## config.mk

```make
export PLATFORM = sky130hd
export DESIGN_NAME = dist_tree_top
export DESIGN_NICKNAME = d
export VERILOG_FILES = /design/src/design/dist_pkg.sv /design/src/design/dist_config_ctrl.sv /design/src/design/dist_tree_top.sv /design/src/design/distribute_1x2_comb.sv /design/src/design/distribute_1x2_seq.sv /design/src/design/mux_2x1_comb.sv
export VERILOG_INCLUDE_DIRS = /design/src /design/src/design
export SDC_FILE = /design/constraint.sdc
export NUM_CORES = 1
export LEC_CHECK = 0
export BUFFER_PORTS_ARGS = -buffer_cell sky130_fd_sc_hd__buf_4
export CAP_MARGIN = 20
export CORE_ASPECT_RATIO = 0.6
export CORE_MARGIN = 2
export CORE_UTILIZATION = 40
export DETAILED_ROUTE_END_ITERATION = 10
export GPL_ROUTABILITY_DRIVEN = 0
export MAX_ROUTING_LAYER = met4
export SLEW_MARGIN = 20
export SYNTH_ARGS = -nofsm -noshare
export SYNTH_HDL_FRONTEND = slang
export SYNTH_SLANG_ARGS = --single-unit
```

## constraint.sdc

```tcl
create_clock -name clk -period 4.45 [get_ports clk]
set_clock_uncertainty 0.05 [all_clocks]
set_input_delay 0.89 -clock clk [delete_from_list [all_inputs] [get_ports clk]]
set_output_delay 0.89 -clock clk [all_outputs]
set_load 0.02 [all_outputs]
```

## src/design/dist_defines.svh

```systemverilog
`ifndef DIST_DEFINES_SVH
`define DIST_DEFINES_SVH

// payload word carried through every switch
`define DIST_DATA_WIDTH 32

// per-switch command, one enable bit per output
`define DIST_CMD_WIDTH 2

// wishbone slave port
// word address, 8 registers
`define DIST_WB_ADDR_WIDTH 3
`define DIST_WB_DATA_WIDTH 32

// leaf delivery counters, free running and wrapping
`define DIST_CNT_WIDTH 16

// four leaves behind a two-level tree
`define DIST_NUM_LEAVES 4

`endif

```

## src/design/dist_pkg.sv

```systemverilog
`include "dist_defines.svh"

package dist_pkg;

	//////////////////////////////
	// switch commands
	//////////////////////////////

	// bit 0 opens the low output, bit 1 the high output
	typedef enum logic [`DIST_CMD_WIDTH-1:0]
	{
		CMD_NONE        = 2'b00,
		CMD_BRANCH_LOW  = 2'b01,
		CMD_BRANCH_HIGH = 2'b10,
		CMD_DUPLICATE   = 2'b11
	} dist_cmd_e;

	//////////////////////////////
	// register map
	//////////////////////////////

	// addresses 1..3 are holes, they read zero
	typedef enum logic [`DIST_WB_ADDR_WIDTH-1:0]
	{
		REG_CONFIG    = 3'd0,
		REG_CNT_LEAF0 = 3'd4,
		REG_CNT_LEAF1 = 3'd5,
		REG_CNT_LEAF2 = 3'd6,
		REG_CNT_LEAF3 = 3'd7
	} dist_reg_e;

endpackage

```

## src/design/dist_config_ctrl.sv

```systemverilog
`include "dist_defines.svh"

module dist_config_ctrl import dist_pkg::*; (
	input  logic                           clk,
	input  logic                           i_reset,

	// wishbone classic slave
	input  logic                           i_wb_cyc,
	input  logic                           i_wb_stb,
	input  logic                           i_wb_we,
	input  logic [`DIST_WB_ADDR_WIDTH-1:0] i_wb_adr,
	input  logic [`DIST_WB_DATA_WIDTH-1:0] i_wb_dat,
	output logic [`DIST_WB_DATA_WIDTH-1:0] o_wb_dat,
	output logic                           o_wb_ack,

	// leaf valids fed back for counting
	input  logic [`DIST_NUM_LEAVES-1:0]    i_leaf_valid,

	// switch controls
	output logic                           o_en,
	output dist_cmd_e                      o_cmd_root,
	output dist_cmd_e                      o_cmd_low,
	output dist_cmd_e                      o_cmd_high
);

	// bus handshake
	logic                           wb_req;
	logic                           ack_next;
	logic                           r_wait;
	logic                           wr_stb;

	// decoded register access
	logic                           cfg_wr;
	logic [`DIST_NUM_LEAVES-1:0]    cnt_clr;
	logic [`DIST_WB_DATA_WIDTH-1:0] rd_data;

	// configuration fields
	logic                           r_en;
	dist_cmd_e                      r_cmd_root;
	dist_cmd_e                      r_cmd_low;
	dist_cmd_e                      r_cmd_high;

	// per-leaf delivery counters
	logic [`DIST_CNT_WIDTH-1:0]     r_cnt [`DIST_NUM_LEAVES];

	//////////////////////////////
	// wishbone handshake
	//////////////////////////////

	assign wb_req = i_wb_cyc & i_wb_stb;

	// r_wait holds off a second ack while stb stays up
	// cleared by one cycle of stb low
	assign ack_next = wb_req & ~r_wait;
	assign wr_stb   = ack_next & i_wb_we;

	always_ff @(posedge clk)
	begin
		if (i_reset)
		begin
			o_wb_ack <= 1'b0;
			r_wait   <= 1'b0;
		end
		else
		begin
			o_wb_ack <= ack_next;
			r_wait   <= wb_req & (r_wait | ack_next);
		end
	end

	//////////////////////////////
	// address decode
	//////////////////////////////

	always_comb
	begin
		cfg_wr  = 1'b0;
		cnt_clr = '0;
		rd_data = '0;
		case (i_wb_adr)
			REG_CONFIG:
			begin
				cfg_wr  = wr_stb;
				// en at bit 0, then root, low child, high child
				rd_data = {{(`DIST_WB_DATA_WIDTH - 1 - 3*`DIST_CMD_WIDTH){1'b0}},
					r_cmd_high, r_cmd_low, r_cmd_root, r_en};
			end
			REG_CNT_LEAF0, REG_CNT_LEAF1, REG_CNT_LEAF2, REG_CNT_LEAF3:
			begin
				// counters sit at 4..7, low two bits pick the leaf
				cnt_clr[i_wb_adr[1:0]] = wr_stb;
				rd_data = {{(`DIST_WB_DATA_WIDTH - `DIST_CNT_WIDTH){1'b0}},
					r_cnt[i_wb_adr[1:0]]};
			end
			// holes read zero, writes dropped
			default: rd_data = '0;
		endcase
	end

	// read data lands together with ack
	always_ff @(posedge clk)
	begin
		if (ack_next)
			o_wb_dat <= rd_data;
	end

	//////////////////////////////
	// configuration register
	//////////////////////////////

	// new setting active from the ack edge on
	always_ff @(posedge clk)
	begin
		if (i_reset)
		begin
			r_en       <= 1'b0;
			r_cmd_root <= CMD_NONE;
			r_cmd_low  <= CMD_NONE;
			r_cmd_high <= CMD_NONE;
		end
		else if (cfg_wr)
		begin
			r_en       <= i_wb_dat[0];
			r_cmd_root <= dist_cmd_e'(i_wb_dat[1 +: `DIST_CMD_WIDTH]);
			r_cmd_low  <= dist_cmd_e'(i_wb_dat[1 + `DIST_CMD_WIDTH +: `DIST_CMD_WIDTH]);
			r_cmd_high <= dist_cmd_e'(i_wb_dat[1 + 2*`DIST_CMD_WIDTH +: `DIST_CMD_WIDTH]);
		end
	end

	assign o_en       = r_en;
	assign o_cmd_root = r_cmd_root;
	assign o_cmd_low  = r_cmd_low;
	assign o_cmd_high = r_cmd_high;

	//////////////////////////////
	// leaf counters
	//////////////////////////////

	// one count per cycle with the leaf valid high
	// a clear in the same cycle beats the increment
	always_ff @(posedge clk)
	begin
		if (i_reset)
		begin
			for (int k = 0; k < `DIST_NUM_LEAVES; k++)
				r_cnt[k] <= '0;
		end
		else
		begin
			for (int k = 0; k < `DIST_NUM_LEAVES; k++)
			begin
				if (cnt_clr[k])
					r_cnt[k] <= '0;
				else if (i_leaf_valid[k])
					r_cnt[k] <= r_cnt[k] + 1'b1;    // wraps
			end
		end
	end

endmodule

```

## src/design/dist_tree_top.sv

```systemverilog
`include "dist_defines.svh"

module dist_tree_top import dist_pkg::*; (
	input  logic                                           clk,
	input  logic                                           i_reset,

	// data input
	input  logic                                           i_valid,
	input  logic [`DIST_DATA_WIDTH-1:0]                    i_data,

	// leaf outputs, leaf 0 in the low word
	output logic [`DIST_NUM_LEAVES-1:0]                    o_leaf_valid,
	output logic [`DIST_NUM_LEAVES*`DIST_DATA_WIDTH-1:0]   o_leaf_data,

	// wishbone classic slave
	input  logic                                           i_wb_cyc,
	input  logic                                           i_wb_stb,
	input  logic                                           i_wb_we,
	input  logic [`DIST_WB_ADDR_WIDTH-1:0]                 i_wb_adr,
	input  logic [`DIST_WB_DATA_WIDTH-1:0]                 i_wb_dat,
	output logic [`DIST_WB_DATA_WIDTH-1:0]                 o_wb_dat,
	output logic                                           o_wb_ack
);

	// shared switch controls
	logic                          sw_en;
	dist_cmd_e                     cmd_root;
	dist_cmd_e                     cmd_low;
	dist_cmd_e                     cmd_high;

	// root stage outputs, high child in the upper word
	logic [1:0]                    root_valid;
	logic [2*`DIST_DATA_WIDTH-1:0] root_data;

	//////////////////////////////
	// control and register block
	//////////////////////////////

	dist_config_ctrl u_ctrl (
		.clk          (clk),
		.i_reset      (i_reset),
		.i_wb_cyc     (i_wb_cyc),
		.i_wb_stb     (i_wb_stb),
		.i_wb_we      (i_wb_we),
		.i_wb_adr     (i_wb_adr),
		.i_wb_dat     (i_wb_dat),
		.o_wb_dat     (o_wb_dat),
		.o_wb_ack     (o_wb_ack),
		.i_leaf_valid (o_leaf_valid),
		.o_en         (sw_en),
		.o_cmd_root   (cmd_root),
		.o_cmd_low    (cmd_low),
		.o_cmd_high   (cmd_high)
	);

	//////////////////////////////
	// level 1, root
	//////////////////////////////

	distribute_1x2_seq #(
		.DATA_WIDTH (`DIST_DATA_WIDTH)
	) u_root (
		.clk        (clk),
		.i_reset    (i_reset),
		.i_valid    (i_valid),
		.i_data_bus (i_data),
		.i_en       (sw_en),
		.i_cmd      (cmd_root),
		.o_valid    (root_valid),
		.o_data_bus (root_data)
	);

	//////////////////////////////
	// level 2, children
	//////////////////////////////

	// low child drives leaf 0 and leaf 1
	distribute_1x2_seq #(
		.DATA_WIDTH (`DIST_DATA_WIDTH)
	) u_low (
		.clk        (clk),
		.i_reset    (i_reset),
		.i_valid    (root_valid[0]),
		.i_data_bus (root_data[0 +: `DIST_DATA_WIDTH]),
		.i_en       (sw_en),
		.i_cmd      (cmd_low),
		.o_valid    (o_leaf_valid[1:0]),
		.o_data_bus (o_leaf_data[0 +: 2*`DIST_DATA_WIDTH])
	);

	// high child drives leaf 2 and leaf 3
	distribute_1x2_seq #(
		.DATA_WIDTH (`DIST_DATA_WIDTH)
	) u_high (
		.clk        (clk),
		.i_reset    (i_reset),
		.i_valid    (root_valid[1]),
		.i_data_bus (root_data[`DIST_DATA_WIDTH +: `DIST_DATA_WIDTH]),
		.i_en       (sw_en),
		.i_cmd      (cmd_high),
		.o_valid    (o_leaf_valid[3:2]),
		.o_data_bus (o_leaf_data[2*`DIST_DATA_WIDTH +: 2*`DIST_DATA_WIDTH])
	);

endmodule

```

## src/design/distribute_1x2_comb.sv

```systemverilog
`include "dist_defines.svh"

module distribute_1x2_comb import dist_pkg::*; #(
	parameter int DATA_WIDTH = `DIST_DATA_WIDTH
)(
	// data in
	input  logic                    i_valid,
	input  logic [DATA_WIDTH-1:0]   i_data_bus,

	// control
	input  logic                    i_en,
	input  dist_cmd_e               i_cmd,

	// data out, high output in the upper word
	output logic [1:0]              o_valid,
	output logic [2*DATA_WIDTH-1:0] o_data_bus
);

	// per-branch valid straight from each mux
	logic [1:0]              mux_valid;

	// input word on top, zeros below
	// so a command bit of 1 passes the word
	logic [2*DATA_WIDTH-1:0] mux_in;

	assign mux_in = {i_data_bus, {DATA_WIDTH{1'b0}}};

	//////////////////////////////
	// low branch
	//////////////////////////////

	mux_2x1_comb #(
		.DATA_WIDTH (DATA_WIDTH)
	) u_mux_low (
		.i_valid    (i_valid),
		.i_data_bus (mux_in),
		.i_en       (i_en),
		.i_cmd      (i_cmd[0]),
		.o_valid    (mux_valid[0]),
		.o_data_bus (o_data_bus[0 +: DATA_WIDTH])
	);

	//////////////////////////////
	// high branch
	//////////////////////////////

	mux_2x1_comb #(
		.DATA_WIDTH (DATA_WIDTH)
	) u_mux_high (
		.i_valid    (i_valid),
		.i_data_bus (mux_in),
		.i_en       (i_en),
		.i_cmd      (i_cmd[1]),
		.o_valid    (mux_valid[1]),
		.o_data_bus (o_data_bus[DATA_WIDTH +: DATA_WIDTH])
	);

	// mux valid ignores the command, so gate it here
	// 00 none, 01 low, 10 high, 11 both
	assign o_valid[0] = i_cmd[0] & mux_valid[0];
	assign o_valid[1] = i_cmd[1] & mux_valid[1];

endmodule

```

## src/design/distribute_1x2_seq.sv

```systemverilog
`include "dist_defines.svh"

module distribute_1x2_seq import dist_pkg::*; #(
	parameter int DATA_WIDTH = `DIST_DATA_WIDTH
)(
	input  logic                    clk,
	input  logic                    i_reset,

	// data in
	input  logic                    i_valid,
	input  logic [DATA_WIDTH-1:0]   i_data_bus,

	// control
	input  logic                    i_en,
	input  dist_cmd_e               i_cmd,

	// registered outputs, high output in the upper word
	output logic [1:0]              o_valid,
	output logic [2*DATA_WIDTH-1:0] o_data_bus
);

	// switch result before the stage register
	logic [1:0]              comb_valid;
	logic [2*DATA_WIDTH-1:0] comb_data;

	distribute_1x2_comb #(
		.DATA_WIDTH (DATA_WIDTH)
	) u_switch (
		.i_valid    (i_valid),
		.i_data_bus (i_data_bus),
		.i_en       (i_en),
		.i_cmd      (i_cmd),
		.o_valid    (comb_valid),
		.o_data_bus (comb_data)
	);

	//////////////////////////////
	// pipeline stage
	//////////////////////////////

	// loads every clock, no stall path
	// one new item per cycle per level
	always_ff @(posedge clk)
	begin
		if (i_reset)
		begin
			o_valid    <= '0;
			o_data_bus <= '0;
		end
		else
		begin
			o_valid    <= comb_valid;
			o_data_bus <= comb_data;
		end
	end

endmodule

```

## src/design/mux_2x1_comb.sv

```systemverilog
`include "dist_defines.svh"

module mux_2x1_comb #(
	parameter int DATA_WIDTH = `DIST_DATA_WIDTH
)(
	// data in, two candidate words side by side
	input  logic                    i_valid,
	input  logic [2*DATA_WIDTH-1:0] i_data_bus,

	// control
	input  logic                    i_en,
	input  logic                    i_cmd,

	// data out
	output logic                    o_valid,
	output logic [DATA_WIDTH-1:0]   o_data_bus
);

	// item is live only while the switch is on
	logic pass;

	assign pass = i_en & i_valid;

	// valid follows the input only when enabled
	assign o_valid = pass;

	// cmd 1 picks the upper word, cmd 0 the lower one
	// dummy data is all zeros
	always_comb
	begin
		if (!pass)
			o_data_bus = '0;
		else if (i_cmd)
			o_data_bus = i_data_bus[DATA_WIDTH +: DATA_WIDTH];
		else
			o_data_bus = i_data_bus[0 +: DATA_WIDTH];
	end

endmodule

```

# [Word-level counts from Yosys, hierarchy flattened]
# Memory sizes are Yosys's and may differ from the RTL's.
# Cells that the tools add are included.
[word_totals] mem_bits_rw=64 output_inout_bits=165 n_memories=1 regBits=239 word_cells=112 latchBits=0 rom_bits=0 inputBits=73
[mem_list] name="u_ctrl.r_cnt" depth=4 width=16 rd=5 rd_clocked_by_memory_dff=0 write_ports=4 line="dist_config_ctrl.sv:44" text="logic [`DIST_CNT_WIDTH-1:0] r_cnt [`DIST_NUM_LEAVES];"
[op_classes] reduce_logical=9 n_mux=43 bitwise_logic=33 mul=0 addsub=4 n_shift=0 n_eq_ne=4 order_cmp=2 div_mod_pow=0
[op_table] operator="$mux W16" n=8
[op_table] operator="$add A16 B1 Y16 const B" n=4
[op_table] operator="$mux W1" n=32
[op_table] operator="$pmux W16 S2" n=1
[op_table] operator="$reduce_or A3 Y1" n=6
[op_table] operator="$and A1 B1 Y1" n=13
[op_table] operator="$eq A3 B3 Y1 const B" n=4
[op_table] operator="$not A1 Y1" n=10
[op_table] operator="$or A1 B1 Y1" n=9
[op_table] operator="$and A4 B4 Y4" n=1
[op_table] operator="$mux W4" n=1
[op_table] operator="$reduce_or A4 Y1" n=1
[op_table] operator="$logic_not A3 Y1" n=1
[op_table] operator="$lt A2 B3 Y1 const B" n=1
[op_table] operator="$demux W1 S2" n=1
[op_table] operator="$ge A2 B1 Y1 const B" n=1
[op_table] operator="$logic_and A1 B1 Y1" n=1

# [Longest topological paths before layout]
[logic_depth] depth_word=11 depth_mapped=7 mapped_depth_nobuf=5

# [By module]
# A second synthesis with hierarchy kept.
[unflattened] hier_cells=1296 hier_area_um2=13494.2
[by_module_without_submodules] module="distribute_1x2_seq" area_each_um2=1796.7 cells_each=139 n_inst=3 seq_area_each_um2=1321.3
[by_module_without_submodules] module="dist_config_ctrl" area_each_um2=4864.7 cells_each=432 n_inst=1 seq_area_each_um2=2582.5
[by_module_without_submodules] module="mux_2x1_comb" area_each_um2=531.8 cells_each=73 n_inst=6 seq_area_each_um2=0.0
[by_module_without_submodules] module="distribute_1x2_comb" area_each_um2=16.3 cells_each=3 n_inst=3 seq_area_each_um2=0.0

# [Worst setup path after synthesis]
# Ideal clock, no wire load.
[synth_path] kind="input-to-reg" from="input port i_wb_adr[0]" to="register u_ctrl.o_wb_dat[5] (data pin)" t_arrival_ns=2.062 n_path_buf=2 t_required_ns=4.144 setup_time_ns=0.256 setup_slack_ns=2.081 cell_stages=4 path_cell_list="buf_4 -> buf_2 -> mux4_2 -> a22o_1"
[synth_between] elab_chain_cells=3 elab_cells_between_ends=8 classes_between="eq/ne (4); mux (1); reduce/logical (2); memory (1)"
[synth_rtl] item="from (decl)" line="dist_tree_top.sv:19" text="input logic [`DIST_WB_ADDR_WIDTH-1:0] i_wb_adr,"
[synth_rtl] item="$eq A3 B3 Y1" line="dist_config_ctrl.sv:80" text="case (i_wb_adr)"
[synth_rtl] item="$reduce_or A4 Y1" line="dist_config_ctrl.sv:80"
[synth_rtl] item="$pmux W16 S2 (*)" line="dist_config_ctrl.sv:80"
[synth_rtl] item="named net u_ctrl.rd_data[5]" line="dist_config_ctrl.sv:35" text="logic [`DIST_WB_DATA_WIDTH-1:0] rd_data;"
[synth_rtl] item="to (signal assigned)" line="dist_config_ctrl.sv:104" text="o_wb_dat <= rd_data;"
[synth_rtl] item="to (decl)" line="dist_config_ctrl.sv:13" text="output logic [`DIST_WB_DATA_WIDTH-1:0] o_wb_dat,"
# The timed path passes the listed nets; every way through them passes the cells marked *.
# A chain may end at the register's enable or synchronous reset.

==> impl_metrics.env <==
export IMPL_outcome="completed"
export IMPL_start_util=0.404
export IMPL_tritoncts_sinks=287
export IMPL_vdd_drop_max_mv=0.262
export IMPL_cell_count_after_synthesis=843
export IMPL_clk_insertion_delay_late_ps=540
export IMPL_drt_wirelength_per_cell_um=17.3
export IMPL_cts_tree="yes"
export IMPL_whs_ps=380
export IMPL_grt_pass1_vias=5781
export IMPL_postLayoutCoreUtil=0.509
export IMPL_fmaxAchievable_mhz=412
export IMPL_die_x_um=210
export IMPL_final_hold_viol_count=0
export IMPL_tns_ps=0
export IMPL_drt_drc_violations_left=0
export IMPL_critical_path_endpoint_type="flop"
export IMPL_place_detailed_instances=1335
export IMPL_power_density_nw_per_um2=414
export IMPL_critical_path_top_delay_family="simple AND/OR/NAND/NOR gates"
export IMPL_critical_path_max_stage_delay_ps=670
export IMPL_synth_ff_latch_count=287
export IMPL_ant_nets=0
export IMPL_cts_post_setup_buffers_inserted=0
export IMPL_grt_first_pass_wirelength_um=35100
export IMPL_ys_types=35
export IMPL_critPathSlowestCell="sky130_fd_sc_hd__or3_1"
export IMPL_post_synth_instance_area_um2=10200
export IMPL_core_area_um2=25100
export IMPL_cellLeakagePower_uw=0.00524
export IMPL_final_period_minus_worst_setup_slack_ps=2430
export IMPL_synth_warnings=0
export IMPL_dp_hpwl_um=16500
export IMPL_detailedRoute_firstIterationViolations=428
export IMPL_vias=6396
export IMPL_port_buffers=196
export IMPL_mostFrequentLayoutCells="207 x sky130_fd_sc_hd__dfxtp_1, 204 x sky130_fd_sc_hd__buf_4, 203 x sky130_fd_sc_hd__and2_1"
export IMPL_critical_path_startpoint_category="input port"
export IMPL_avgViaCountPerCell=4.62
export IMPL_layout_cells_most_common="sky130_fd_sc_hd__dfxtp_1"
export IMPL_holdBufCountCts=0
export IMPL_top_fanout_value_on_the_critical_path=18
export IMPL_maxSlewHeadroom=0.450
export IMPL_dr_pass1_iters=4
export IMPL_report_final_slew_viol_count=0
export IMPL_cts_root_buf="sky130_fd_sc_hd__clkbuf_16"
export IMPL_worst_max_slew_pin_slew_ps=825
export IMPL_fillers=2245
export IMPL_area_growth_pct=25.9
export IMPL_number_of_violations_of_the_max_capacitance_limit=0
export IMPL_cts_buffer_depth=3
export IMPL_placementRows=45
export IMPL_timing_critical_path_arrival_ps=2550
export IMPL_average_instance_area_after_synthesis_um2=12.0
export IMPL_num_io_pins=238
export IMPL_cts_repair_resize_count=0
export IMPL_cts_buffers=27
export IMPL_die_height_um=127
export IMPL_grt_use_total=0.179
export IMPL_largest_net_degree_at_the_start_of_global_routing=34
export IMPL_final_setup_violation_count=0
export IMPL_htree_levels=1
export IMPL_timing_critical_path_cells="buf_4 -> nand2_1 -> nor4b_1 -> or3_1"
export IMPL_holdCritPathClass="flop to flop"
export IMPL_post_route_cells_drive_above_1_share=0.256
export IMPL_grt_overflow=0
export IMPL_rsz0062_at_grt="no"
export IMPL_final_instance_count_excl_fill=1384
export IMPL_num_nets_final=1112
export IMPL_cts_clk_slew_worst_paths_ps=70
export IMPL_timing_final_crit_share=0.546
export IMPL_start_to_end_type_of_the_worst_setup_path="input port to flop"
export IMPL_insertedDiodeCount=0
export IMPL_dieArea_um2=26700
export IMPL_total_detailed_routing_wirelength_um=23900
export IMPL_worst_path_buf_inv=1
export IMPL_cp_required_ps=4570
export IMPL_grt_antenna_before_repair=0
export IMPL_synth_sequential_area_ratio=0.645
==> state kept, by name (all words and copies together) (netlist names) <==
| register | flops |
|---|---|
| u_ctrl.o_cmd_high | 2 |
| u_ctrl.r_wait | 1 |
| u_ctrl.o_cmd_root | 2 |
| u_ctrl.o_en | 1 |
| u_high.o_valid | 2 |
| u_ctrl.o_wb_dat | 16 |
| u_root.o_valid | 2 |
| u_ctrl.o_wb_ack | 1 |
| u_ctrl.r_cnt | 64 |
| u_root.o_data_bus | 64 |
| u_low.o_data_bus | 64 |
| u_low.o_valid | 2 |
| u_ctrl.o_cmd_low | 2 |
| u_high.o_data_bus | 64 |
==> cells in the mapped netlist (all sizes together) <==
| cell type | count | area (um2) |
|---|---|---|
| nand3b | 1 | 7.51 |
| and3 | 10 | 62.6 |
| ha | 4 | 50.1 |
| or3b | 4 | 35.0 |
| and2 | 203 | 1270 |
| mux2i | 7 | 70.1 |
| or2 | 1 | 6.26 |
| nor4b | 1 | 8.76 |
| nor3 | 14 | 75.1 |
| nand4 | 19 | 119 |
| buf | 26 | 178 |
| conb | 1 | 3.75 |
| or4 | 3 | 22.5 |
| nor2 | 79 | 297 |
| xnor2 | 34 | 298 |
| dfxtp | 207 | 4140 |
| and4 | 3 | 26.3 |
| inv | 14 | 52.6 |
| a21oi | 3 | 15.0 |
| nand2 | 16 | 60.1 |
| nand3 | 22 | 120 |
| mux4 | 16 | 364 |
| or3 | 5 | 31.3 |
| nor4 | 9 | 56.3 |
| nor2b | 2 | 12.5 |
| edfxtp | 80 | 2400 |
| a22o | 7 | 61.3 |
| xor2 | 19 | 166 |
| o31ai | 3 | 22.5 |
| clkbuf | 30 | 114 |
==> worst reg2reg max path, stage by stage (launching register included) <==
cell                       delay [ps]
sky130_fd_sc_hd__dfxtp_1          290
sky130_fd_sc_hd__nand3b_1         290
sky130_fd_sc_hd__nor4b_1          680
sky130_fd_sc_hd__or3_1            670
==> report_power, final <==
| group | internal (uW) | switching [uW] | total [uW] |
|---|---|---|---|
| clock | 1390 | 983 | 2370 |
| sequential | 2710 | 40.7 | 2750 |
| combinational | 77.4 | 87.0 | 164 |
| total | 4180 | 1110 | 5290 |
==> metal layers <==
layer / vias up / wire length (um) / track usage
met5: - / 0 / -
met4: 0 / 512 / 0.0430
met3: 33 / 1960 / 0.0553
met2: 206 / 9770 / 0.244
met1: 2997 / 11600 / 0.259
li1: 3160 / - / -
==> path summary, 6_finish.rpt <==
kind,startpoint,to,slack (ps),cells past startpoint
min,u_root.o_data_bus[16],u_low.o_data_bus[48],380,1
max reg2reg,u_ctrl.r_wait,u_ctrl.r_cnt[1][15],2110,3
min reg2reg,u_root.o_data_bus[16],u_low.o_data_bus[48],380,1
max,i_wb_adr[2],u_ctrl.r_cnt[1][15],2020,4
==> per-stage QoR <==
step           instance area [um2]  total power, uW  setup WS, ps
2_1_floorplan                10200             2900          2080
5_1_grt                      12800             5460          1970
3_5_place_dp                 11900             2980          1470
4_1_cts                      12800             5340          2070
6_report                     12800             5290          2020
3_3_place_gp                 11900             2970          1490
==> cells by family after synthesis <==
group                      share of synthesized area
AOI/OAI and AO/OA                            0.00974
adders and majority gates                    0.00493
buffers and inverters                         0.0339
DFF                                            0.645
other                                       0.000369
muxes                                         0.0428
and+or+nand+nor                                0.218
xor gates and xnor gates                      0.0457
==> layout make-up <==
class	count	area, um2	area share
clock buffers	38	810	0.0633
clock inverters	11	116	0.00910
inverters	14	52.6	0.00411
multi-input cells	501	3320	0.259
flip-flops and latches	287	6550	0.512
well taps	329	412	0.0322
repair buffers	204	1530	0.120
Power figures use the tool's default switching activity.
